$ cat config.mk
export PLATFORM = sky130hd
export DESIGN_NAME = tart_vis_top
export DESIGN_NICKNAME = d
export VERILOG_FILES = /design/src/design/tart_pkg.sv /design/src/design/ax_capture.sv /design/src/design/vis_correlate.sv /design/src/design/vis_accumulate.sv /design/src/design/vis_bank.sv /design/src/design/tart_vis_top.sv
export SDC_FILE = /design/constraint.sdc
export NUM_CORES = 1
export LEC_CHECK = 0
export ABC_AREA = 1
export ABC_CLOCK_PERIOD_IN_PS = 5640
export BUFFER_PORTS_ARGS = -buffer_cell sky130_fd_sc_hd__buf_2
export CORE_MARGIN = 1.5
export CORE_UTILIZATION = 62
export CTS_CLUSTER_DIAMETER = 80
export DETAILED_ROUTE_END_ITERATION = 12
export PLACE_DENSITY = 0.89
export SLEW_MARGIN = 10
export SYNTH_ARGS = -nofsm -noshare
export SYNTH_HDL_FRONTEND = slang
export SYNTH_SLANG_ARGS = --single-unit
$ cat constraint.sdc
create_clock -name b_clk -period 5.64 [get_ports b_clk]
set_clock_uncertainty 0.05 [all_clocks]
set_input_delay 0.564 -clock b_clk [delete_from_list [all_inputs] [get_ports b_clk]]
set_output_delay 0.564 -clock b_clk [all_outputs]
set_load 0.1 [all_outputs]
$ cat src/design/tart_pkg.sv
`default_nettype none

package tart_pkg;

   // --------------------
   // Array defaults
   // --------------------

   // Number of one-bit antenna streams
   parameter int ANTENNAS_DEF = 4;

   // Width of the pair counters and of the block size
   parameter int ACCUM_DEF    = 16;   // Blocks up to 65535 samples

   // --------------------
   // Capture settings
   // --------------------

   // Sample delay field, so delays of 0 to 7 samples
   parameter int DELAY_BITS   = 3;

   // --------------------
   // Visibility bank
   // --------------------

   // Occupancy of one block buffer
   typedef enum logic {
      BANK_FREE = 1'b0,   // Can take the next block
      BANK_FULL = 1'b1    // Holds a block not yet released
   } bank_state_e;

endpackage : tart_pkg

`default_nettype wire

$ cat src/design/ax_capture.sv
`default_nettype none

module ax_capture #(
   parameter int ANTENNAS = tart_pkg::ANTENNAS_DEF
) (
   input  logic                            b_clk,
   input  logic                            reset_i,
   input  logic                            aq_enable_i,
   input  logic [tart_pkg::DELAY_BITS-1:0] aq_delay_i,
   input  logic [ANTENNAS-1:0]             antenna_i,
   output logic                            cap_valid_o,
   output logic [ANTENNAS-1:0]             cap_bits_o
);
   import tart_pkg::*;

   localparam int HIST_DEPTH = 1 << DELAY_BITS;   // One tap per delay setting

   logic [ANTENNAS-1:0] hist_q [HIST_DEPTH-1];    // Antenna bits 1 to 7 cycles back
   logic [ANTENNAS-1:0] tap_w  [HIST_DEPTH];      // Tap 0 is the live input

   // --------------------
   // Delay line
   // --------------------
   always_comb begin
      tap_w[0] = antenna_i;   // Zero delay
      for (int k = 1; k < HIST_DEPTH; k++) begin
         tap_w[k] = hist_q[k-1];
      end
   end

   // Shifts every cycle, enable or not
   always_ff @(posedge b_clk) begin
      hist_q[0] <= antenna_i;
      for (int k = 1; k < HIST_DEPTH-1; k++) begin
         hist_q[k] <= hist_q[k-1];
      end
   end

   // --------------------
   // Sample register
   // --------------------
   always_ff @(posedge b_clk) begin
      if (reset_i) begin
         cap_valid_o <= 1'b0;
      end else begin
         cap_valid_o <= aq_enable_i;   // Enable itself is not delayed
      end
   end

   // Delay moves the sampling point against the enable window
   always_ff @(posedge b_clk) begin
      cap_bits_o <= tap_w[aq_delay_i];
   end

   // Unknown delay bits select no history entry
   assert property (@(posedge b_clk) disable iff (reset_i)
      !$isunknown(aq_delay_i))
      else $error("ax_capture: delay index %0h unknown", aq_delay_i);

endmodule : ax_capture

`default_nettype wire

$ cat src/design/vis_correlate.sv
`default_nettype none

module vis_correlate #(
   parameter  int ANTENNAS = tart_pkg::ANTENNAS_DEF,
   localparam int NPAIR    = ANTENNAS*(ANTENNAS-1)/2
) (
   input  logic                b_clk,
   input  logic                reset_i,
   input  logic                cap_valid_i,
   input  logic [ANTENNAS-1:0] cap_bits_i,
   output logic                cor_valid_o,
   output logic [NPAIR-1:0]    cor_bits_o
);

   logic [NPAIR-1:0] agree_w;   // One agreement bit per pair

   // --------------------
   // Pair table
   // --------------------
   // Pairs (i, j) with i < j, row-major
   for (genvar i = 0; i < ANTENNAS-1; i++) begin : g_row
      for (genvar j = i+1; j < ANTENNAS; j++) begin : g_col
         // Row i starts after the pairs of all earlier rows
         localparam int P = i*(2*ANTENNAS-i-1)/2 + (j-i-1);

         assign agree_w[P] = ~(cap_bits_i[i] ^ cap_bits_i[j]);   // Equal signs
      end
   end

   // --------------------
   // Output register
   // --------------------
   always_ff @(posedge b_clk) begin
      if (reset_i) begin
         cor_valid_o <= 1'b0;
      end else begin
         cor_valid_o <= cap_valid_i;
      end
   end

   // Bits travel alongside the valid
   always_ff @(posedge b_clk) begin
      cor_bits_o <= agree_w;
   end

endmodule : vis_correlate

`default_nettype wire

$ cat src/design/vis_accumulate.sv
`default_nettype none

module vis_accumulate #(
   parameter  int ANTENNAS = tart_pkg::ANTENNAS_DEF,
   parameter  int ACCUM    = tart_pkg::ACCUM_DEF,
   localparam int NPAIR    = ANTENNAS*(ANTENNAS-1)/2
) (
   input  logic                   b_clk,
   input  logic                   reset_i,
   input  logic [ACCUM-1:0]       block_size_i,
   input  logic                   cor_valid_i,
   input  logic [NPAIR-1:0]       cor_bits_i,
   output logic                   blk_strobe_o,
   output logic [NPAIR*ACCUM-1:0] blk_counts_o
);

   logic [ACCUM-1:0] acc_q     [NPAIR];   // Running agreement counts
   logic [ACCUM-1:0] acc_nxt_w [NPAIR];   // Counts including this sample
   logic [ACCUM-1:0] smp_cnt_q;           // Valid samples so far in block
   logic [ACCUM-1:0] smp_nxt_w;
   logic [ACCUM-1:0] size_q;              // Block size held for the block
   logic [ACCUM-1:0] size_w;
   logic             first_w;
   logic             last_w;

   // --------------------
   // Block framing
   // --------------------
   assign first_w   = (smp_cnt_q == '0);
   assign size_w    = first_w ? block_size_i : size_q;   // Live value on first sample
   assign smp_nxt_w = smp_cnt_q + 1'b1;
   assign last_w    = cor_valid_i && (smp_nxt_w == size_w);

   always_comb begin
      for (int p = 0; p < NPAIR; p++) begin
         acc_nxt_w[p] = acc_q[p] + {{(ACCUM-1){1'b0}}, cor_bits_i[p]};
      end
   end

   // --------------------
   // Counters
   // --------------------
   always_ff @(posedge b_clk) begin
      if (reset_i) begin
         smp_cnt_q    <= '0;
         blk_strobe_o <= 1'b0;
         for (int p = 0; p < NPAIR; p++) begin
            acc_q[p] <= '0;
         end
      end else begin
         blk_strobe_o <= last_w;   // One cycle after the last valid
         if (cor_valid_i) begin
            if (last_w) begin
               smp_cnt_q <= '0;   // Next block starts clean
               for (int p = 0; p < NPAIR; p++) begin
                  acc_q[p] <= '0;
               end
            end else begin
               smp_cnt_q <= smp_nxt_w;
               acc_q     <= acc_nxt_w;
            end
         end
      end
   end

   // Size capture and finished block, packed pair 0 in the low bits
   always_ff @(posedge b_clk) begin
      if (cor_valid_i && first_w) begin
         size_q <= block_size_i;
      end
      if (last_w) begin
         for (int p = 0; p < NPAIR; p++) begin
            blk_counts_o[p*ACCUM +: ACCUM] <= acc_nxt_w[p];
         end
      end
   end

   // A zero size would keep the block open forever
   assert property (@(posedge b_clk) disable iff (reset_i)
      cor_valid_i |-> (size_w != '0))
      else $error("vis_accumulate: zero block size with valid sample");

endmodule : vis_accumulate

`default_nettype wire

$ cat src/design/vis_bank.sv
`default_nettype none

module vis_bank #(
   parameter  int ANTENNAS = tart_pkg::ANTENNAS_DEF,
   parameter  int ACCUM    = tart_pkg::ACCUM_DEF,
   localparam int NPAIR    = ANTENNAS*(ANTENNAS-1)/2,
   localparam int PBITS    = (NPAIR > 1) ? $clog2(NPAIR) : 1
) (
   input  logic                   b_clk,
   input  logic                   reset_i,
   input  logic                   blk_strobe_i,
   input  logic [NPAIR*ACCUM-1:0] blk_counts_i,
   input  logic                   rd_stb_i,
   input  logic [PBITS-1:0]       rd_adr_i,
   input  logic                   release_i,
   output logic [ACCUM-1:0]       rd_dat_o,
   output logic                   rd_ack_o,
   output logic                   available_o,
   output logic                   overflow_o
);
   import tart_pkg::*;

   logic [NPAIR*ACCUM-1:0] buf_q   [2];   // Two block buffers
   bank_state_e            state_q [2];
   logic                   wr_ptr_q;      // Next buffer to fill
   logic                   rd_ptr_q;      // Oldest full buffer
   logic                   wr_ok_w;
   logic                   rel_ok_w;
   logic                   avail_w;
   logic [NPAIR*ACCUM-1:0] rd_blk_w;

   // --------------------
   // Buffer queue
   // --------------------
   // Buffers fill and drain in turn, so wr_ptr is free if either is
   assign wr_ok_w  = blk_strobe_i && (state_q[wr_ptr_q] == BANK_FREE);
   assign rel_ok_w = release_i && (state_q[rd_ptr_q] == BANK_FULL);

   // After a release only the other buffer can still be full
   assign avail_w = rel_ok_w ? (state_q[!rd_ptr_q] == BANK_FULL)
                             : (state_q[rd_ptr_q] == BANK_FULL);

   always_ff @(posedge b_clk) begin
      if (reset_i) begin
         state_q[0]  <= BANK_FREE;
         state_q[1]  <= BANK_FREE;
         wr_ptr_q    <= 1'b0;
         rd_ptr_q    <= 1'b0;
         rd_ack_o    <= 1'b0;
         available_o <= 1'b0;
         overflow_o  <= 1'b0;
      end else begin
         rd_ack_o    <= rd_stb_i;
         available_o <= avail_w;   // Lags a fill by one cycle
         if (wr_ok_w) begin
            state_q[wr_ptr_q] <= BANK_FULL;
            wr_ptr_q          <= !wr_ptr_q;
         end else if (blk_strobe_i) begin
            overflow_o <= 1'b1;   // Block dropped, sticky
         end
         // Never the buffer being written
         if (rel_ok_w) begin
            state_q[rd_ptr_q] <= BANK_FREE;
            rd_ptr_q          <= !rd_ptr_q;
         end
      end
   end

   // --------------------
   // Storage and readback
   // --------------------
   assign rd_blk_w = buf_q[rd_ptr_q];

   always_ff @(posedge b_clk) begin
      if (wr_ok_w) begin
         buf_q[wr_ptr_q] <= blk_counts_i;
      end
      if (rd_stb_i) begin
         if (int'(rd_adr_i) < NPAIR) begin
            rd_dat_o <= rd_blk_w[rd_adr_i*ACCUM +: ACCUM];
         end else begin
            rd_dat_o <= '0;   // Past the last pair
         end
      end
   end

   // Readback only once a finished block is visible
   assert property (@(posedge b_clk) disable iff (reset_i)
      rd_stb_i |-> available_o)
      else $error("vis_bank: rd_stb_i with no block available");

   assert property (@(posedge b_clk) disable iff (reset_i)
      release_i |-> available_o)
      else $error("vis_bank: release_i with no block available");

endmodule : vis_bank

`default_nettype wire

$ cat src/design/tart_vis_top.sv
`default_nettype none

module tart_vis_top #(
   parameter  int ANTENNAS = tart_pkg::ANTENNAS_DEF,
   parameter  int ACCUM    = tart_pkg::ACCUM_DEF,
   localparam int NPAIR    = ANTENNAS*(ANTENNAS-1)/2,
   localparam int PBITS    = (NPAIR > 1) ? $clog2(NPAIR) : 1
) (
   input  logic                            b_clk,
   input  logic                            reset_i,
   input  logic                            aq_enable_i,
   input  logic [tart_pkg::DELAY_BITS-1:0] aq_delay_i,
   input  logic [ACCUM-1:0]                block_size_i,
   input  logic [ANTENNAS-1:0]             antenna_i,
   input  logic                            rd_stb_i,
   input  logic [PBITS-1:0]                rd_adr_i,
   input  logic                            release_i,
   output logic [ACCUM-1:0]                rd_dat_o,
   output logic                            rd_ack_o,
   output logic                            available_o,
   output logic                            overflow_o
);

   // --------------------
   // Stage links
   // --------------------
   logic                   cap_valid;
   logic [ANTENNAS-1:0]    cap_bits;     // Delayed antenna sample
   logic                   cor_valid;
   logic [NPAIR-1:0]       cor_bits;     // Pair agreement bits
   logic                   blk_strobe;
   logic [NPAIR*ACCUM-1:0] blk_counts;   // Finished block

   // Capture, one cycle
   ax_capture #(.ANTENNAS(ANTENNAS)) i_ax_capture (
      .b_clk       (b_clk),
      .reset_i     (reset_i),
      .aq_enable_i (aq_enable_i),
      .aq_delay_i  (aq_delay_i),
      .antenna_i   (antenna_i),
      .cap_valid_o (cap_valid),
      .cap_bits_o  (cap_bits)
   );

   vis_correlate #(.ANTENNAS(ANTENNAS)) i_vis_correlate (
      .b_clk       (b_clk),
      .reset_i     (reset_i),
      .cap_valid_i (cap_valid),
      .cap_bits_i  (cap_bits),
      .cor_valid_o (cor_valid),
      .cor_bits_o  (cor_bits)
   );

   vis_accumulate #(.ANTENNAS(ANTENNAS), .ACCUM(ACCUM)) i_vis_accumulate (
      .b_clk        (b_clk),
      .reset_i      (reset_i),
      .block_size_i (block_size_i),
      .cor_valid_i  (cor_valid),
      .cor_bits_i   (cor_bits),
      .blk_strobe_o (blk_strobe),
      .blk_counts_o (blk_counts)
   );

   // Double buffer and readback port
   vis_bank #(.ANTENNAS(ANTENNAS), .ACCUM(ACCUM)) i_vis_bank (
      .b_clk        (b_clk),
      .reset_i      (reset_i),
      .blk_strobe_i (blk_strobe),
      .blk_counts_i (blk_counts),
      .rd_stb_i     (rd_stb_i),
      .rd_adr_i     (rd_adr_i),
      .release_i    (release_i),
      .rd_dat_o     (rd_dat_o),
      .rd_ack_o     (rd_ack_o),
      .available_o  (available_o),
      .overflow_o   (overflow_o)
   );

endmodule : tart_vis_top

`default_nettype wire

# ---- Word level (Yosys, flattened, before mapping)
# Memories as Yosys holds them, arrays and structs flattened. A register that Yosys moved wholly into a read port is not among the register bits.
# Index checks and enable logic that the tools add are counted.
dict set report totals {
  reg_bits 258
  mem_bits_rw 222
  in_bits 31
  output_inout_bits 19
  memories 3
}
# memory words width rd rd_clocked_by_memory_dff write_ports line_no
set mem_list {}
lappend mem_list {i_vis_bank.buf_q 2 96 1 1 1 vis_bank.sv:23} ;# logic [NPAIR*ACCUM-1:0] buf_q [2];
lappend mem_list {i_ax_capture.hist_q 7 4 7 0 7 ax_capture.sv:18} ;# logic [ANTENNAS-1:0] hist_q [HIST_DEPTH-1];
lappend mem_list {i_vis_bank.state_q 2 1 3 2 2 vis_bank.sv:24} ;# bank_state_e state_q [2];
dict set report classes {
  n_addsub 7
  magnitude_cmp 2
  n_eq_ne 1
  n_shift 1
  mux 28
  bitwise_logic 15
  reduce_logical 10
}
# operator n
set op_table {}
lappend op_table {{16-bit by 1-bit adder with 16-bit output} 6}
lappend op_table {{96-bit two-way mux} 1}
lappend op_table {{96-bit by 8-bit indexed part select with 16-bit output} 1}
lappend op_table {{16-bit two-way mux} 2}
lappend op_table {{1-bit two-way mux} 22}
lappend op_table {{16-bit by 1-bit adder with 16-bit output, second input constant} 1}
lappend op_table {{16-bit == test} 1}
lappend op_table {{16-bit zero test} 1}
lappend op_table {{4-bit binary-select mux with 3-bit select} 1}
lappend op_table {{4-bit two-way mux} 2}
lappend op_table {{1-bit NOT} 8}
lappend op_table {{1-bit XOR} 6}
lappend op_table {{4-bit >= comparator, second input constant} 1}
lappend op_table {{1-bit logical AND} 4}
lappend op_table {{3-bit NOT with 4-bit output} 1}
lappend op_table {{3-bit < comparator, second input constant} 1}
lappend op_table {{1-bit zero test} 2}
lappend op_table {{2-bit AND reduction} 1}
lappend op_table {{1-bit OR reduction} 2}

# ---- Depth between registers and ports, before layout
# Gate-level depths: netlist of run 1.
dict set report depth {
  depth_word 7
  depth_mapped 20
}

# ---- Hierarchy
# Synthesis of run 1 repeated with hierarchy kept, for this count alone.
dict set report unflattened {
  cells_unflattened 2252
  hier_area_um2 20807.5
}
# mod n_inst cells_each area_per_inst_um2 seq_area_each_um2
set modules_own_cells {}
lappend modules_own_cells {vis_accumulate 1 1397 10984.3 5625.4}
lappend modules_own_cells {vis_bank 1 682 8461.9 6426.2}
lappend modules_own_cells {ax_capture 1 142 1131.1 660.6}
lappend modules_own_cells {vis_correlate 1 31 230.2 140.1}

# ---- Least setup slack after synthesis of run 1
# Ideal clock, no wire load.
dict set report synth_path {
  path_type {register -> register}
  startpoint {register i_vis_accumulate.smp_cnt_q[0]}
  endpoint {register i_vis_accumulate.blk_counts_o[0] (enable)}
  setup_time_ps 450
  t_arrival_ps 3727
  setup_slack_ps 1413
  path_stages_with_launch 19
  path_buffers 2
  period_less_slack_ps 4227
  path_cell_list {dfxtp_1 buf_2 inv_1 ha_1 inv_1 nor2_1 nand2_1 nor2_4 nand2_2 nand2_1 nand2_1 nand2_1 nand2_1 nor2_1 nand2_1 nor2_1 nand3_2 buf_2 inv_1}
}
dict set report synth_between {
  elab_chain_len 4
  elab_cells_between_ends 5
  cone_classes {add/sub: 1; eq/ne: 1; mux: 1; reduce/logical: 2}
}
# item line_no
set synth_rtl {}
lappend synth_rtl {{from (decl)} vis_accumulate.sv:19} ;# logic [ACCUM-1:0] smp_cnt_q;
lappend synth_rtl {{from (signal assigned)} vis_accumulate.sv:59} ;# smp_cnt_q <= smp_nxt_w;
lappend synth_rtl {{branches (longest 2 deep; another with 16-bit by 1-bit adder with 16-bit output)} n/a}
lappend synth_rtl {{16-bit == test (*)} vis_accumulate.sv:32} ;# assign last_w = cor_valid_i && (smp_nxt_w == size_w);
lappend synth_rtl {{1-bit logical AND (*)} vis_accumulate.sv:32}
lappend synth_rtl {{named net i_vis_accumulate.last_w} vis_accumulate.sv:24} ;# logic last_w;
lappend synth_rtl {{to (signal, indexed assignment)} vis_accumulate.sv:73} ;# blk_counts_o[p*ACCUM +: ACCUM] <= acc_nxt_w[p];
lappend synth_rtl {{to (decl)} vis_accumulate.sv:14} ;# output logic [NPAIR*ACCUM-1:0] blk_counts_o
# Mark *: on every way through the listed nets, which the timed path passes.
# A chain may end at the register's enable or synchronous reset.

# ---- Worst setup path after layout of run 1
dict set report layout_path {
  startpoint {register i_vis_accumulate.smp_cnt_q[0]}
  endpoint {register i_vis_accumulate.blk_counts_o[28] (enable)}
}
# The elaborated chain is that of the path after synthesis.

==> PnR_summary.wiki, run 1 <==
{| class="wikitable"
! Metric !! Value
|-
| Synth Flop Type || edfxtp_1
|-
| Number of nets in the layout || 2219
|-
| Number of global-route vias before repair || 14760
|-
| Arrival time reported for the critical path endpoint || 4.04 ns
|-
| Vias || 15170
|-
| Vertical die dimension || 185.1 um
|-
| Share of cell area taken by muxes after synthesis || 0
|-
| Number of max-cap violations || 0
|-
| ANT nets after route || 0
|-
| Number of clock buffers inserted by TritonCTS || 48
|-
| Commonest non-fill, non-tap cells in the layout || nand2_1, nor2_1, edfxtp_1, inv_1, dfxtp_1
|-
| Outcome || finished, final reports clean
|-
| Critical-path maximum fanout || 49
|-
| Total power per unit cell area || 331.3 mW/mm^2
|-
| Final hold slack || 0.07768 ns
|-
| Final weighted congestion in routability-driven placement || 0.8660
|-
| Library cell used as clock root buffer || clkbuf_16
|-
| Min Tclk post-route || 3.879 ns
|-
| Layout cells sized above 1 || 0.07237
|-
| Routed WL per cell || 17.84 um
|-
| Starting Density || 0.6300
|-
| Maximum clock insertion buffer count || 3
|-
| Total count of max-transition violations in the final report || 0
|-
| Global Route Usage Sum || 0.2768
|-
| X dimension of the die || 185.1 um
|-
| Largest family of logic cells by synthesized area || simple AND/OR/NAND/NOR gates
|-
| Sequential cell area fraction in the yosys report || 0.6255
|-
| Peak ir drop on the vdd network || 0.0003108 V
|-
| Final global-route overflow total || 0
|-
| Number of synthesized register bits || 482
|-
| Post-Synthesis Mean Instance Area || 9.496 sq um
|-
| Initial antenna violation count || 1
|-
| DP Cell Count || 2564
|-
| Post-synth EDFFs || 320
|-
| Setup-failing EPs final || 0
|-
| Static power due to leakage || 8.127 nW
|-
| Category of the worst setup path launch point || flip-flop
|-
| Yosys warning total || 0
|-
| Crit Path Class || flip-flop to flip-flop
|-
| Flop-to-flop setup slack || 1.76 ns
|-
| FMAX || 0.2578 GHz
|-
| Aggregate negative setup slack || 0 ns
|-
| Clock tree sinks || 482
|-
| Most common cell after layout, fill and taps aside || nand2_1
|-
| Capturing element type of the critical path || flip-flop
|-
| Pin count of the biggest net entering global routing || 145
|-
| Final critical-path setup slack || 1.761 ns
|-
| Crit path required time || 5.80 ns
|-
| RSZ-0062 raised after global routing || no
|-
| CTS hold repair buffers || 0
|-
| Initial DRC count || 1774
|-
| Postcts setup bufs || 0
|-
| Count of non-filler cells in the finished layout || 2654
|-
| First-pass DRT Iterations || 6
|-
| Worst setup timing slack at the placement stage || 1.827 ns
|-
| TritonCTS clock tree || built
|-
| Synthesized netlist cell count || 2164
|-
| DRC violations left || 0
|-
| Synthesized-area fraction occupied by and/or/nand/nor cells || 0.1896
|-
| Worst slew pin tran || 1.194 ns
|-
| Hold Path Class || input port to flip-flop
|-
| Post-detailed-placement half-perimeter wirelength || 28.92 mm
|-
| Vias per cell || 5.714
|-
| Global-route wire length before repair || 74.33 mm
|-
| Clock slew at the register clock pins of the worst setup and hold paths || 0.06 ns
|-
| Number of buffer cells added on primary ports || 49
|-
| Synthesized net count || 2211
|-
| Core outline area || 0.03262 sq mm
|-
| Compound-cell area share of the yosys netlist || 0.08348
|-
| Clock network latency to the later pin of the worst-skew pair || 0.55 ns
|-
| Post-detailed-routing wire length || 47.36 mm
|-
| Area of the die || 0.03424 sq mm
|-
| Post-cts repair resize count || 0
|-
| Tcrit/Tclk final || 0.6879
|-
| Count of final hold-check violations || 0
|-
| Num ports || 50
|-
| Post-synthesis cell area || 0.02055 sq mm
|-
| Relative max-transition margin || 0.2037
|-
| Number of rows in the core area || 66
|-
| # H-tree levels || 2
|-
| XOR/XNOR share of the synthesized area || 0.03325
|-
| Post-layout util || 0.6975
|-
| Count of unique library cells instantiated by Yosys || 34
|-
| Syn-to-layout area delta || 10.72%
|-
| Fraction of registers with async set/reset || 0
|-
| Adder-cell share of the synthesized area || 0.009742
|}
synth_stat cells, types with 2 or more instances:
cell	number	area share
buf_6	8	0.0044
dfxtp_1	162	0.16
nor2_1	348	0.064
and3_1	2	0.00061
nor4_1	5	0.0015
nand2_1	474	0.087
clkbuf_1	78	0.014
ha_1	16	0.0097
buf_2	12	0.0029
or2_2	9	0.0027
buf_1	3	0.00055
nand3b_1	5	0.0018
o22ai_1	28	0.0085
inv_1	197	0.036
edfxtp_1	320	0.47
nand2_2	2	0.00061
or3_1	2	0.00061
nor3b_1	3	0.0011
a21oi_1	160	0.039
nand4_1	18	0.0055
a31oi_1	12	0.0037
o32ai_1	8	0.0034
nand3_1	69	0.017
o21bai_1	2	0.00073
o21ai_0	114	0.028
nor3_1	19	0.0046
xor2_1	61	0.026
xnor2_1	17	0.0072
nor2_4	5	0.0027
per-stage QoR:
| step | power, mW | area, sq um |
|---|---|---|
| after floorplan | 4.078 | 20550 |
| after global placement | 4.151 | 21020 |
| after detailed placement | 4.160 | 21020 |
| after CTS | 7.562 | 22750 |
| after global routing | 7.729 | 22750 |
| final | 7.539 | 22750 |
per-layer routing:
| metal | routed length (um) | global-route usage | share of wire |
|---|---|---|---|
| met5 | 0 | 0 | 0 |
| met4 | 1832 | 0.1151 | 0.039 |
| met3 | 3635 | 0.04247 | 0.077 |
| met2 | 23580 | 0.4811 | 0.50 |
| met1 | 18310 | 0.3462 | 0.39 |
logic make-up (layout without fill, tap and decap cells):
| kind of cell | count (synthesis) | after routing |
|---|---|---|
| simple gates | 963 | 963 |
| flops | 482 | 482 |
| compound gates | 325 | 325 |
| buf+inv | 300 | 347 |
| xor+xnor | 78 | 78 |
| fa+ha+maj | 16 | 16 |
| other cells | 0 | 1 |
path summary, 6_finish.rpt:
kind         cells after the start                                     endpoint                                       start
min reg2reg                      0            i_ax_capture.hist_q[3][3]$_DFF_P_           i_ax_capture.hist_q[2][3]$_DFF_P_
max reg2reg                     15  i_vis_accumulate.blk_counts_o[28]$_DFFE_PP_  i_vis_accumulate.smp_cnt_q[0]$_SDFFE_PP0P_
max                             15  i_vis_accumulate.blk_counts_o[28]$_DFFE_PP_  i_vis_accumulate.smp_cnt_q[0]$_SDFFE_PP0P_
min                              1            i_ax_capture.hist_q[0][2]$_DFF_P_                                antenna_i[2]
flip-flops by register name (all words and copies together), names as in the netlist, 6 cells and up, named ones only:
signal	count
i_vis_accumulate.size_q	16
i_vis_accumulate.acc_q	96
i_vis_bank.rd_dat_o	16
i_vis_accumulate.smp_cnt_q	16
i_vis_correlate.cor_bits_o	6
i_vis_accumulate.blk_counts_o	96
i_vis_bank.buf_q	192
i_ax_capture.hist_q	28
power breakdown:
| part | internal (mW) | leakage, nW | total (mW) | switching, mW |
|---|---|---|---|---|
| logic | 0.0749 | 3.04 | 0.296 | 0.221 |
| clock network | 2.12 | 0.854 | 3.45 | 1.33 |
| registers | 3.77 | 4.24 | 3.79 | 0.0222 |
worst max-delay path, stage by stage (launching register included):
cell	delay, ns
dfxtp_1	0.39
inv_1	0.09
ha_1	0.18
nand2_1	0.10
nor2_4	0.35
nand2_2	0.30
nand2_1	0.17
nand2_1	0.06
nand2_1	0.06
nand2_1	0.07
nor2_1	0.11
nand2_1	0.07
nor2_1	0.18
nand3_4	0.23
clkinv_2	0.67
buf_12	0.39
cell type report:
cell class / count / area, sq um
fill: 2216 / 9867
timing repair buffer: 59 / 335.3
antenna: 1 / 2.502
clock buffer: 59 / 1314
clock inverter: 30 / 412.9
inverter: 199 / 753.2
sequential: 482 / 12850
multi-input combinational: 1382 / 6528
tap: 442 / 553.0
Power figures use the tool's default switching activity.
==> run 2, diff against run 1 <==
--- a/config.mk
+++ b/config.mk
@@ -6,13 +6,13 @@
 export NUM_CORES = 1
 export LEC_CHECK = 0
 export ABC_AREA = 1
-export ABC_CLOCK_PERIOD_IN_PS = 5640
+export ABC_CLOCK_PERIOD_IN_PS = 3300
 export BUFFER_PORTS_ARGS = -buffer_cell sky130_fd_sc_hd__buf_2
 export CORE_MARGIN = 1.5
-export CORE_UTILIZATION = 62
+export CORE_UTILIZATION = 56
 export CTS_CLUSTER_DIAMETER = 80
 export DETAILED_ROUTE_END_ITERATION = 12
-export PLACE_DENSITY = 0.89
+export PLACE_DENSITY = 0.85
 export SLEW_MARGIN = 10
 export SYNTH_ARGS = -nofsm -noshare
 export SYNTH_HDL_FRONTEND = slang
==> constraint.sdc (replaced) <==
create_clock -name b_clk -period 3.3 [get_ports b_clk]
set_clock_uncertainty 0.05 [all_clocks]
set_input_delay 0.33 -clock b_clk [delete_from_list [all_inputs] [get_ports b_clk]]
set_output_delay 0.33 -clock b_clk [all_outputs]
set_load 0.1 [all_outputs]
==> run 2 against run 1 <==
  * Clock power grew 66%
  * First-iteration DRC count shrank 15%
  * Global-route usage shrank 3.8 points
  * Via count grew 0.24%
  * Register-to-register slack lost 1.5 ns
  * Fmax grew 28%
  * Core utilization shrank 5.1 points
  * Largest power group unchanged
  * Highest routed layer unchanged
==> PnR_summary.wiki, run 2 (synthesized netlist as in run 1, its figures left out) <==
{| class="wikitable"
! Metric !! Value
|-
| Outcome || finished, final reports clean (unchanged)
|-
| Commonest non-fill, non-tap cells in the layout || nand2_1, nor2_1, edfxtp_1, inv_1 (was nand2_1, nor2_1, edfxtp_1, inv_1, dfxtp_1)
|-
| Arrival time reported for the critical path endpoint || 3.21 ns (was 4.04 ns)
|-
| Routed WL per cell || 16.70 um (was 17.84 um)
|-
| Total count of max-transition violations in the final report || 0 (unchanged)
|-
| DRC violations left || 0 (unchanged)
|-
| Post-layout util || 0.6462 (was 0.6975)
|-
| First-pass DRT Iterations || 6 (unchanged)
|-
| Capturing element type of the critical path || flip-flop (unchanged)
|-
| Starting Density || 0.5735 (was 0.6300)
|-
| Worst r2r path cells || 15 (unchanged)
|-
| Core outline area || 0.03583 sq mm (was 0.03262 sq mm)
|-
| Combinational power share || 0.043 (was 0.039)
|-
| Reg-to-reg startpoint || i_vis_accumulate.smp_cnt_q[1]$_SDFFE_PP0P_ (was i_vis_accumulate.smp_cnt_q[0]$_SDFFE_PP0P_)
|-
| Finished layout cell area || 0.02315 sq mm (was 0.02275 sq mm)
|-
| Number of nets in the layout || 2250 (was 2219)
|-
| TritonCTS clock tree || built (unchanged)
|-
| Sequential share of power || 0.508 (was 0.503)
|-
| Final global-route overflow total || 0 (unchanged)
|-
| Biggest register || i_vis_bank.buf_q (unchanged)
|-
| Layout cells sized above 1 || 0.07668 (was 0.07237)
|-
| Hold path endpoint || i_ax_capture.cap_bits_o[3]$_DFF_P_ (was i_ax_capture.hist_q[0][2]$_DFF_P_)
|-
| Category of the worst setup path launch point || flip-flop (unchanged)
|-
| Num ports || 50 (unchanged)
|-
| Clock tree sinks || 482 (unchanged)
|-
| Tcrit/Tclk final || 0.9216 (was 0.6879)
|-
| Vertical die dimension || 194.6 um (was 185.1 um)
|-
| Number of global-route vias before repair || 15050 (was 14760)
|-
| Total power per unit cell area || 550.6 mW/mm^2 (was 331.3 mW/mm^2)
|-
| Area of the die || 0.03785 sq mm (was 0.03424 sq mm)
|-
| Switching Share || 0.2102 (was 0.2088)
|-
| Number of rows in the core area || 69 (was 66)
|-
| Library cell used as clock root buffer || clkbuf_16 (unchanged)
|-
| Critical-path maximum fanout || 54 (was 49)
|-
| Number of clock buffers inserted by TritonCTS || 48 (unchanged)
|-
| X dimension of the die || 194.6 um (was 185.1 um)
|-
| Hold Path Class || input port to flip-flop (unchanged)
|-
| Clock slew at the register clock pins of the worst setup and hold paths || 0.06 ns (about the same)
|-
| Global Route Usage Sum || 0.2392 (was 0.2768)
|-
| Crit path required time || 3.47 ns (was 5.80 ns)
|-
| Vias || 15200 (was 15170)
|-
| Setup-failing EPs final || 0 (unchanged)
|-
| Pin count of the biggest net entering global routing || 114 (was 145)
|-
| DP Cell Count || 2592 (was 2564)
|-
| ANT nets after route || 0 (unchanged)
|-
| Clock network latency to the later pin of the worst-skew pair || 0.56 ns (was 0.55 ns)
|-
| Origin of the worst setup path || i_vis_accumulate.smp_cnt_q[1]$_SDFFE_PP0P_ (was i_vis_accumulate.smp_cnt_q[0]$_SDFFE_PP0P_)
|-
| Relative max-transition margin || 0.4550 (was 0.2037)
|-
| Clock share of power || 0.449 (was 0.457)
|-
| Number of buffer cells added on primary ports || 49 (unchanged)
|-
| Flip-flop count of the largest register, all copies and words added || 192 (unchanged)
|-
| Maximum clock insertion buffer count || 3 (unchanged)
|-
| # H-tree levels || 2 (unchanged)
|-
| Crit Path Class || flip-flop to flip-flop (unchanged)
|-
| Endpoint of the most critical register-to-register path || i_vis_accumulate.blk_counts_o[60]$_DFFE_PP_ (was i_vis_accumulate.blk_counts_o[28]$_DFFE_PP_)
|-
| Syn-to-layout area delta || 12.68% (was 10.72%)
|-
| Post-cts repair resize count || 0 (unchanged)
|-
| Net Sw Power || 2.680 mW (was 1.574 mW)
|-
| Number of max-cap violations || 0 (unchanged)
|-
| Aggregate negative setup slack || 0 ns (unchanged)
|-
| Hold path startpoint || aq_delay_i[2] (was antenna_i[2])
|-
| Count of final hold-check violations || 0 (unchanged)
|-
| Final weighted congestion in routability-driven placement || 0.8953 (was 0.8660)
|-
| RSZ-0062 raised after global routing || no (unchanged)
|-
| Initial antenna violation count || 1 (unchanged)
|-
| Worst slew pin tran || 0.8166 ns (was 1.194 ns)
|-
| Area of placed instances || 0.02125 sq mm (was 0.02102 sq mm)
|-
| Initial DRC count || 1509 (was 1774)
|-
| Count of non-filler cells in the finished layout || 2705 (was 2654)
|-
| Flop-to-flop setup slack || 0.26 ns (was 1.76 ns)
|-
| Peak ir drop on the vdd network || 0.0003689 V (was 0.0003108 V)
|-
| Cell-internal power || 10.07 mW (was 5.964 mW)
|-
| Post-detailed-routing wire length || 45.18 mm (was 47.36 mm)
|-
| Vias per cell || 5.620 (was 5.714)
|-
| FMAX || 0.3288 GHz (was 0.2578 GHz)
|-
| Total power || 12.75 mW (was 7.539 mW)
|-
| Min Tclk post-route || 3.041 ns (was 3.879 ns)
|-
| Most common cell after layout, fill and taps aside || nand2_1 (unchanged)
|-
| Global-route wire length before repair || 73.75 mm (was 74.33 mm)
|-
| Post-detailed-placement half-perimeter wirelength || 28.05 mm (was 28.92 mm)
|-
| Number of stages on the worst hold path || 3 (was 1)
|-
| Static power due to leakage || 8.268 nW (was 8.127 nW)
|-
| Top Registers || i_vis_bank.buf_q (192), i_vis_accumulate.acc_q (96), i_vis_accumulate.blk_counts_o (96) (unchanged)
|}
[run 2: cell count changes in the layout (fill, tap and decap cells not counted), moves of 2 or more]
cell / before / now
buf_12: 1 / 10
clkinv_1: 8 / 4
inv_6: 3 / 1
inv_1: 195 / 193
clkbuf_16: 49 / 51
dlygate4sd3_1: 0 / 22
inv_2: 2 / 4
bufinv_16: 10 / 7
clkinv_4: 0 / 2
clkbuf_1: 5 / 12
[run 2: power groups by stage]
| stage | registers, mW | logic (mW) | clock network [mW] |
|---|---|---|---|
| after floorplan | 6.71 | 0.263 | 0 |
| after global placement | 6.61 | 0.505 | 0 |
| after detailed placement | 6.61 | 0.517 | 0 |
| after CTS | 6.48 | 0.541 | 5.78 |
| after global routing | 6.48 | 0.589 | 6.03 |
| final | 6.48 | 0.544 | 5.72 |
[run 2: stage by stage]
step / hold WS (ns) / worst slack, ns
after floorplan: 0.2759 / -0.2030
after global routing: 0.1462 / 0.06017
after detailed placement: 0.2824 / 0.3080
final: 0.1335 / 0.2587
after CTS: 0.1034 / 0.2915
after global placement: 0.2774 / 0.3791
[run 2: worst max-delay path by stage]
stage	to	slack, ns	cells past startpoint
6_report	i_vis_accumulate.blk_counts_o[60]$_DFFE_PP_	0.26	15
5_1_grt	i_vis_accumulate.blk_counts_o[44]$_DFFE_PP_	0.06	15
4_1_cts	i_vis_accumulate.blk_counts_o[60]$_DFFE_PP_	0.29	15
3_5_place_dp	i_vis_accumulate.blk_counts_o[41]$_DFFE_PP_	0.31	15
3_3_place_gp	i_vis_accumulate.blk_counts_o[41]$_DFFE_PP_	0.38	15
2_1_floorplan	i_vis_bank.buf_q[0][0]$_DFFE_PP_	-0.20	4
[run 2: worst max-delay path, stage by stage, from the launching register on]
cell	delay, ns
dfxtp_1	0.35
inv_1	0.11
ha_4	0.14
nand2_1	0.08
nor2_4	0.34
nand2_2	0.30
nand2_1	0.15
nand2_1	0.06
nand2_1	0.06
nand2_1	0.05
nor2_1	0.11
nand2_1	0.07
nor2_1	0.22
nand3_4	0.15
clkinvlp_4	0.14
buf_12	0.27
[run 2: timing repair]
item	4_1_cts	5_1_grt
hold buffers	22	0
setup buffers	0	0
hold endpoints to repair	22	0
[run 2: layer usage]
metal / wire length (um) / global-route usage / vias up
li1: - / - / 7210
met5: 0 / 0 / -
met3: 3360 / 0.03158 / 112
met1: 17820 / 0.2973 / 7168
met2: 22720 / 0.4302 / 711
met4: 1286 / 0.08015 / 0
[run 2: final cells by class]
class                           count  area (sq um)
Clock inverter                     23         304.0
Antenna cell                        1         2.502
Fill cell                        2563         12670
Clock buffer                       67          1376
Inverter                          199         755.7
Sequential cell                   482         12850
Multi-Input combinational cell   1382          6548
Tap cell                          461         576.8
Timing Repair Buffer               90         735.7
==> run 3, diff against run 2 <==
--- a/config.mk
+++ b/config.mk
@@ -6,13 +6,12 @@
 export NUM_CORES = 1
 export LEC_CHECK = 0
 export ABC_AREA = 1
-export ABC_CLOCK_PERIOD_IN_PS = 3300
 export BUFFER_PORTS_ARGS = -buffer_cell sky130_fd_sc_hd__buf_2
 export CORE_MARGIN = 1.5
-export CORE_UTILIZATION = 56
+export CORE_UTILIZATION = 65
 export CTS_CLUSTER_DIAMETER = 80
 export DETAILED_ROUTE_END_ITERATION = 12
-export PLACE_DENSITY = 0.85
+export PLACE_DENSITY = 0.92
 export SLEW_MARGIN = 10
 export SYNTH_ARGS = -nofsm -noshare
 export SYNTH_HDL_FRONTEND = slang
==> constraint.sdc (replaced) <==
create_clock -name b_clk -period 3.8 [get_ports b_clk]
set_clock_uncertainty 0.05 [all_clocks]
set_input_delay 0.38 -clock b_clk [delete_from_list [all_inputs] [get_ports b_clk]]
set_output_delay 0.38 -clock b_clk [all_outputs]
set_load 0.05 [all_outputs]
==> run 3 against run 2 <==
  * Register-to-register slack better by 0.42 ns
  * Worst setup slack better by 0.42 ns
  * Critical endpoint is now i_vis_accumulate.blk_counts_o[54]$_DFFE_PP_
  * Highest routed layer is now met5
  * Non-clock buffer count is 5 lower
  * Combinational power is 25% lower
  * Routed wire length is 3.8% higher
  * Final cell count is 2.9% lower
  * Worst hold slack worse by 0.12 ns
  * Critical path type unchanged
==> PnR_summary.wiki, run 3 (synthesized netlist as in run 1, its figures left out) <==
{| class="wikitable"
! Metric !! Value
|-
| Biggest register || i_vis_bank.buf_q (unchanged)
|-
| RSZ-0062 raised after global routing || no (unchanged)
|-
| Vias || 15380 (was 15200)
|-
| Number of clock buffers inserted by TritonCTS || 46 (was 48)
|-
| Post-detailed-routing wire length || 46.90 mm (was 45.18 mm)
|-
| Clock network latency to the later pin of the worst-skew pair || 0.55 ns (was 0.56 ns)
|-
| Num ports || 50 (unchanged)
|-
| # H-tree levels || 2 (unchanged)
|-
| Worst slew pin tran || 1.131 ns (was 0.8166 ns)
|-
| Total power per unit cell area || 464.2 mW/mm^2 (was 550.6 mW/mm^2)
|-
| Hold Path Class || input port to flip-flop (unchanged)
|-
| Peak ir drop on the vdd network || 0.0003975 V (was 0.0003689 V)
|-
| Post-cts repair resize count || 0 (unchanged)
|-
| Setup-failing EPs final || 0 (unchanged)
|-
| Top Registers || i_vis_bank.buf_q (192), i_vis_accumulate.acc_q (96), i_vis_accumulate.blk_counts_o (96) (unchanged)
|-
| Worst r2r path cells || 15 (unchanged)
|-
| Count of final hold-check violations || 0 (unchanged)
|-
| Crit path required time || 3.94 ns (was 3.47 ns)
|-
| Most common cell after layout, fill and taps aside || nand2_1 (unchanged)
|-
| DRC violations left || 0 (unchanged)
|-
| Initial DRC count || 1749 (was 1509)
|-
| Tcrit/Tclk final || 0.8214 (was 0.9216)
|-
| Final global-route overflow total || 0 (unchanged)
|-
| Library cell used as clock root buffer || clkbuf_16 (unchanged)
|-
| Routed WL per cell || 17.85 um (was 16.70 um)
|-
| Number of global-route vias before repair || 14890 (was 15050)
|-
| Arrival time reported for the critical path endpoint || 3.26 ns (was 3.21 ns)
|-
| Detailed-routing wirelength on met1 || 17.68 mm (was 17.82 mm)
|-
| Met3 Wirelength || 4.258 mm (was 3.360 mm)
|-
| Crit Path Class || flip-flop to flip-flop (unchanged)
|-
| Min Tclk post-route || 3.121 ns (was 3.041 ns)
|-
| CTS hold repair buffers || 18 (was 22)
|-
| Total count of max-transition violations in the final report || 0 (unchanged)
|-
| FMAX || 0.3204 GHz (was 0.3288 GHz)
|-
| Area of combinational cells with multiple inputs || 0.006528 sq mm (was 0.006548 sq mm)
|-
| DR WL met2 || 23.52 mm (was 22.72 mm)
|-
| DP Cell Count || 2526 (was 2592)
|-
| X dimension of the die || 180.8 um (was 194.6 um)
|-
| Capturing element type of the critical path || flip-flop (unchanged)
|-
| Top routing layer used || met5 (was met4)
|-
| Area of the die || 0.03269 sq mm (was 0.03785 sq mm)
|-
| Category of the worst setup path launch point || flip-flop (unchanged)
|-
| Vias per cell || 5.853 (was 5.620)
|-
| Critical-path maximum fanout || 69 (was 54)
|-
| Flip-flop count of the largest register, all copies and words added || 192 (unchanged)
|-
| Global Route Usage Sum || 0.2851 (was 0.2392)
|-
| Core outline area || 0.03083 sq mm (was 0.03583 sq mm)
|-
| Number of rows in the core area || 64 (was 69)
|-
| Starting Density || 0.6665 (was 0.5735)
|-
| Vertical die dimension || 180.8 um (was 194.6 um)
|-
| Global-route wire length before repair || 74.72 mm (was 73.75 mm)
|-
| Number of max-cap violations || 0 (unchanged)
|-
| Final weighted congestion in routability-driven placement || 0.9026 (was 0.8953)
|-
| Maximum clock insertion buffer count || 3 (unchanged)
|-
| Relative max-transition margin || 0.2459 (was 0.4550)
|-
| ANT nets after route || 0 (unchanged)
|-
| Postcts setup bufs || 0 (unchanged)
|-
| Number of nets in the layout || 2243 (was 2250)
|-
| Clock slew at the register clock pins of the worst setup and hold paths || 0.06 ns (about the same)
|-
| First-pass DRT Iterations || 7 (was 6)
|-
| Antenna cells || 0 (was 1)
|-
| Number of buffer cells added on primary ports || 49 (unchanged)
|-
| Final hold slack || 0.01775 ns (was 0.1335 ns)
|-
| Static power due to leakage || 8.133 nW (was 8.268 nW)
|-
| Register Area || 0.01285 sq mm (about the same)
|-
| TritonCTS clock tree || built (unchanged)
|-
| Pin count of the biggest net entering global routing || 154 (was 114)
|-
| Post-detailed-placement half-perimeter wirelength || 28.24 mm (was 28.05 mm)
|-
| Initial antenna violation count || 1 (unchanged)
|-
| Clock tree sinks || 482 (unchanged)
|-
| Aggregate negative setup slack || 0 ns (unchanged)
|-
| Commonest non-fill, non-tap cells in the layout || nand2_1, nor2_1, edfxtp_1, inv_1, dfxtp_1 (was nand2_1, nor2_1, edfxtp_1, inv_1)
|-
| Number of stages on the worst hold path || 2 (was 3)
|-
| Count of non-filler cells in the finished layout || 2627 (was 2705)
|-
| Outcome || finished, final reports clean (unchanged)
|-
| Syn-to-layout area delta || 10.70% (was 12.68%)
|-
| Layout cells sized above 1 || 0.07082 (was 0.07668)
|-
| Number of fill cells || 1975 (was 2563)
|}
[run 3: cell type report]
type / instances / share of cell area
Clock buffer: 59 / 0.05583
Sequential cell: 482 / 0.5650
Tap cell: 396 / 0.02178
Clock inverter: 24 / 0.009680
Multi-Input combinational cell: 1382 / 0.2869
Timing Repair Buffer: 85 / 0.02750
Inverter: 199 / 0.03322
[run 3: worst max-delay path: stages, from the launching register on]
cell,delay (ns)
dfxtp_1,0.40
inv_1,0.09
ha_1,0.17
nand2_1,0.09
nor2_4,0.35
nand2_2,0.30
nand2_1,0.16
nand2_1,0.06
nand2_1,0.05
nand2_1,0.05
nor2_1,0.10
nand2_1,0.06
nor2_1,0.19
nand3_4,0.13
clkinvlp_4,0.12
buf_12,0.32
[run 3: worst paths after layout]
path,slack [ns],endpoint,startpoint
setup reg to reg,0.68,i_vis_accumulate.blk_counts_o[54]$_DFFE_PP_,i_vis_accumulate.smp_cnt_q[0]$_SDFFE_PP0P_
setup / recovery,0.68,i_vis_accumulate.blk_counts_o[54]$_DFFE_PP_,i_vis_accumulate.smp_cnt_q[0]$_SDFFE_PP0P_
hold / removal,0.02,i_vis_bank.available_o$_SDFF_PP0_,release_i
hold reg to reg,0.30,i_ax_capture.hist_q[1][3]$_DFF_P_,i_ax_capture.hist_q[0][3]$_DFF_P_
[run 3: per-stage QoR]
stage                     utilization  instance area [sq um]  setup WS [ns]  power, mW
after CTS                      0.7379                  22750         0.7096      10.60
after global placement         0.6837                  21080         0.7608      6.109
after floorplan                     -                  20550         0.1786      6.004
after detailed placement       0.6837                  21080         0.7275      6.124
final                          0.7379                  22750         0.6788      10.56
after global routing           0.7379                  22750         0.3985      10.84
[run 3: per-layer routing]
metal,global-route usage,up-vias
met4,0.1022,2
met2,0.4973,864
met1,0.3646,7184
li1,-,7203
met3,0.04072,123
met5,0,-
[run 3: where the power goes]
part,switching (mW),total (mW),internal (mW)
Clock,1.90,4.52,2.62
Sequential,0.0311,5.63,5.60
Combinational,0.282,0.407,0.125
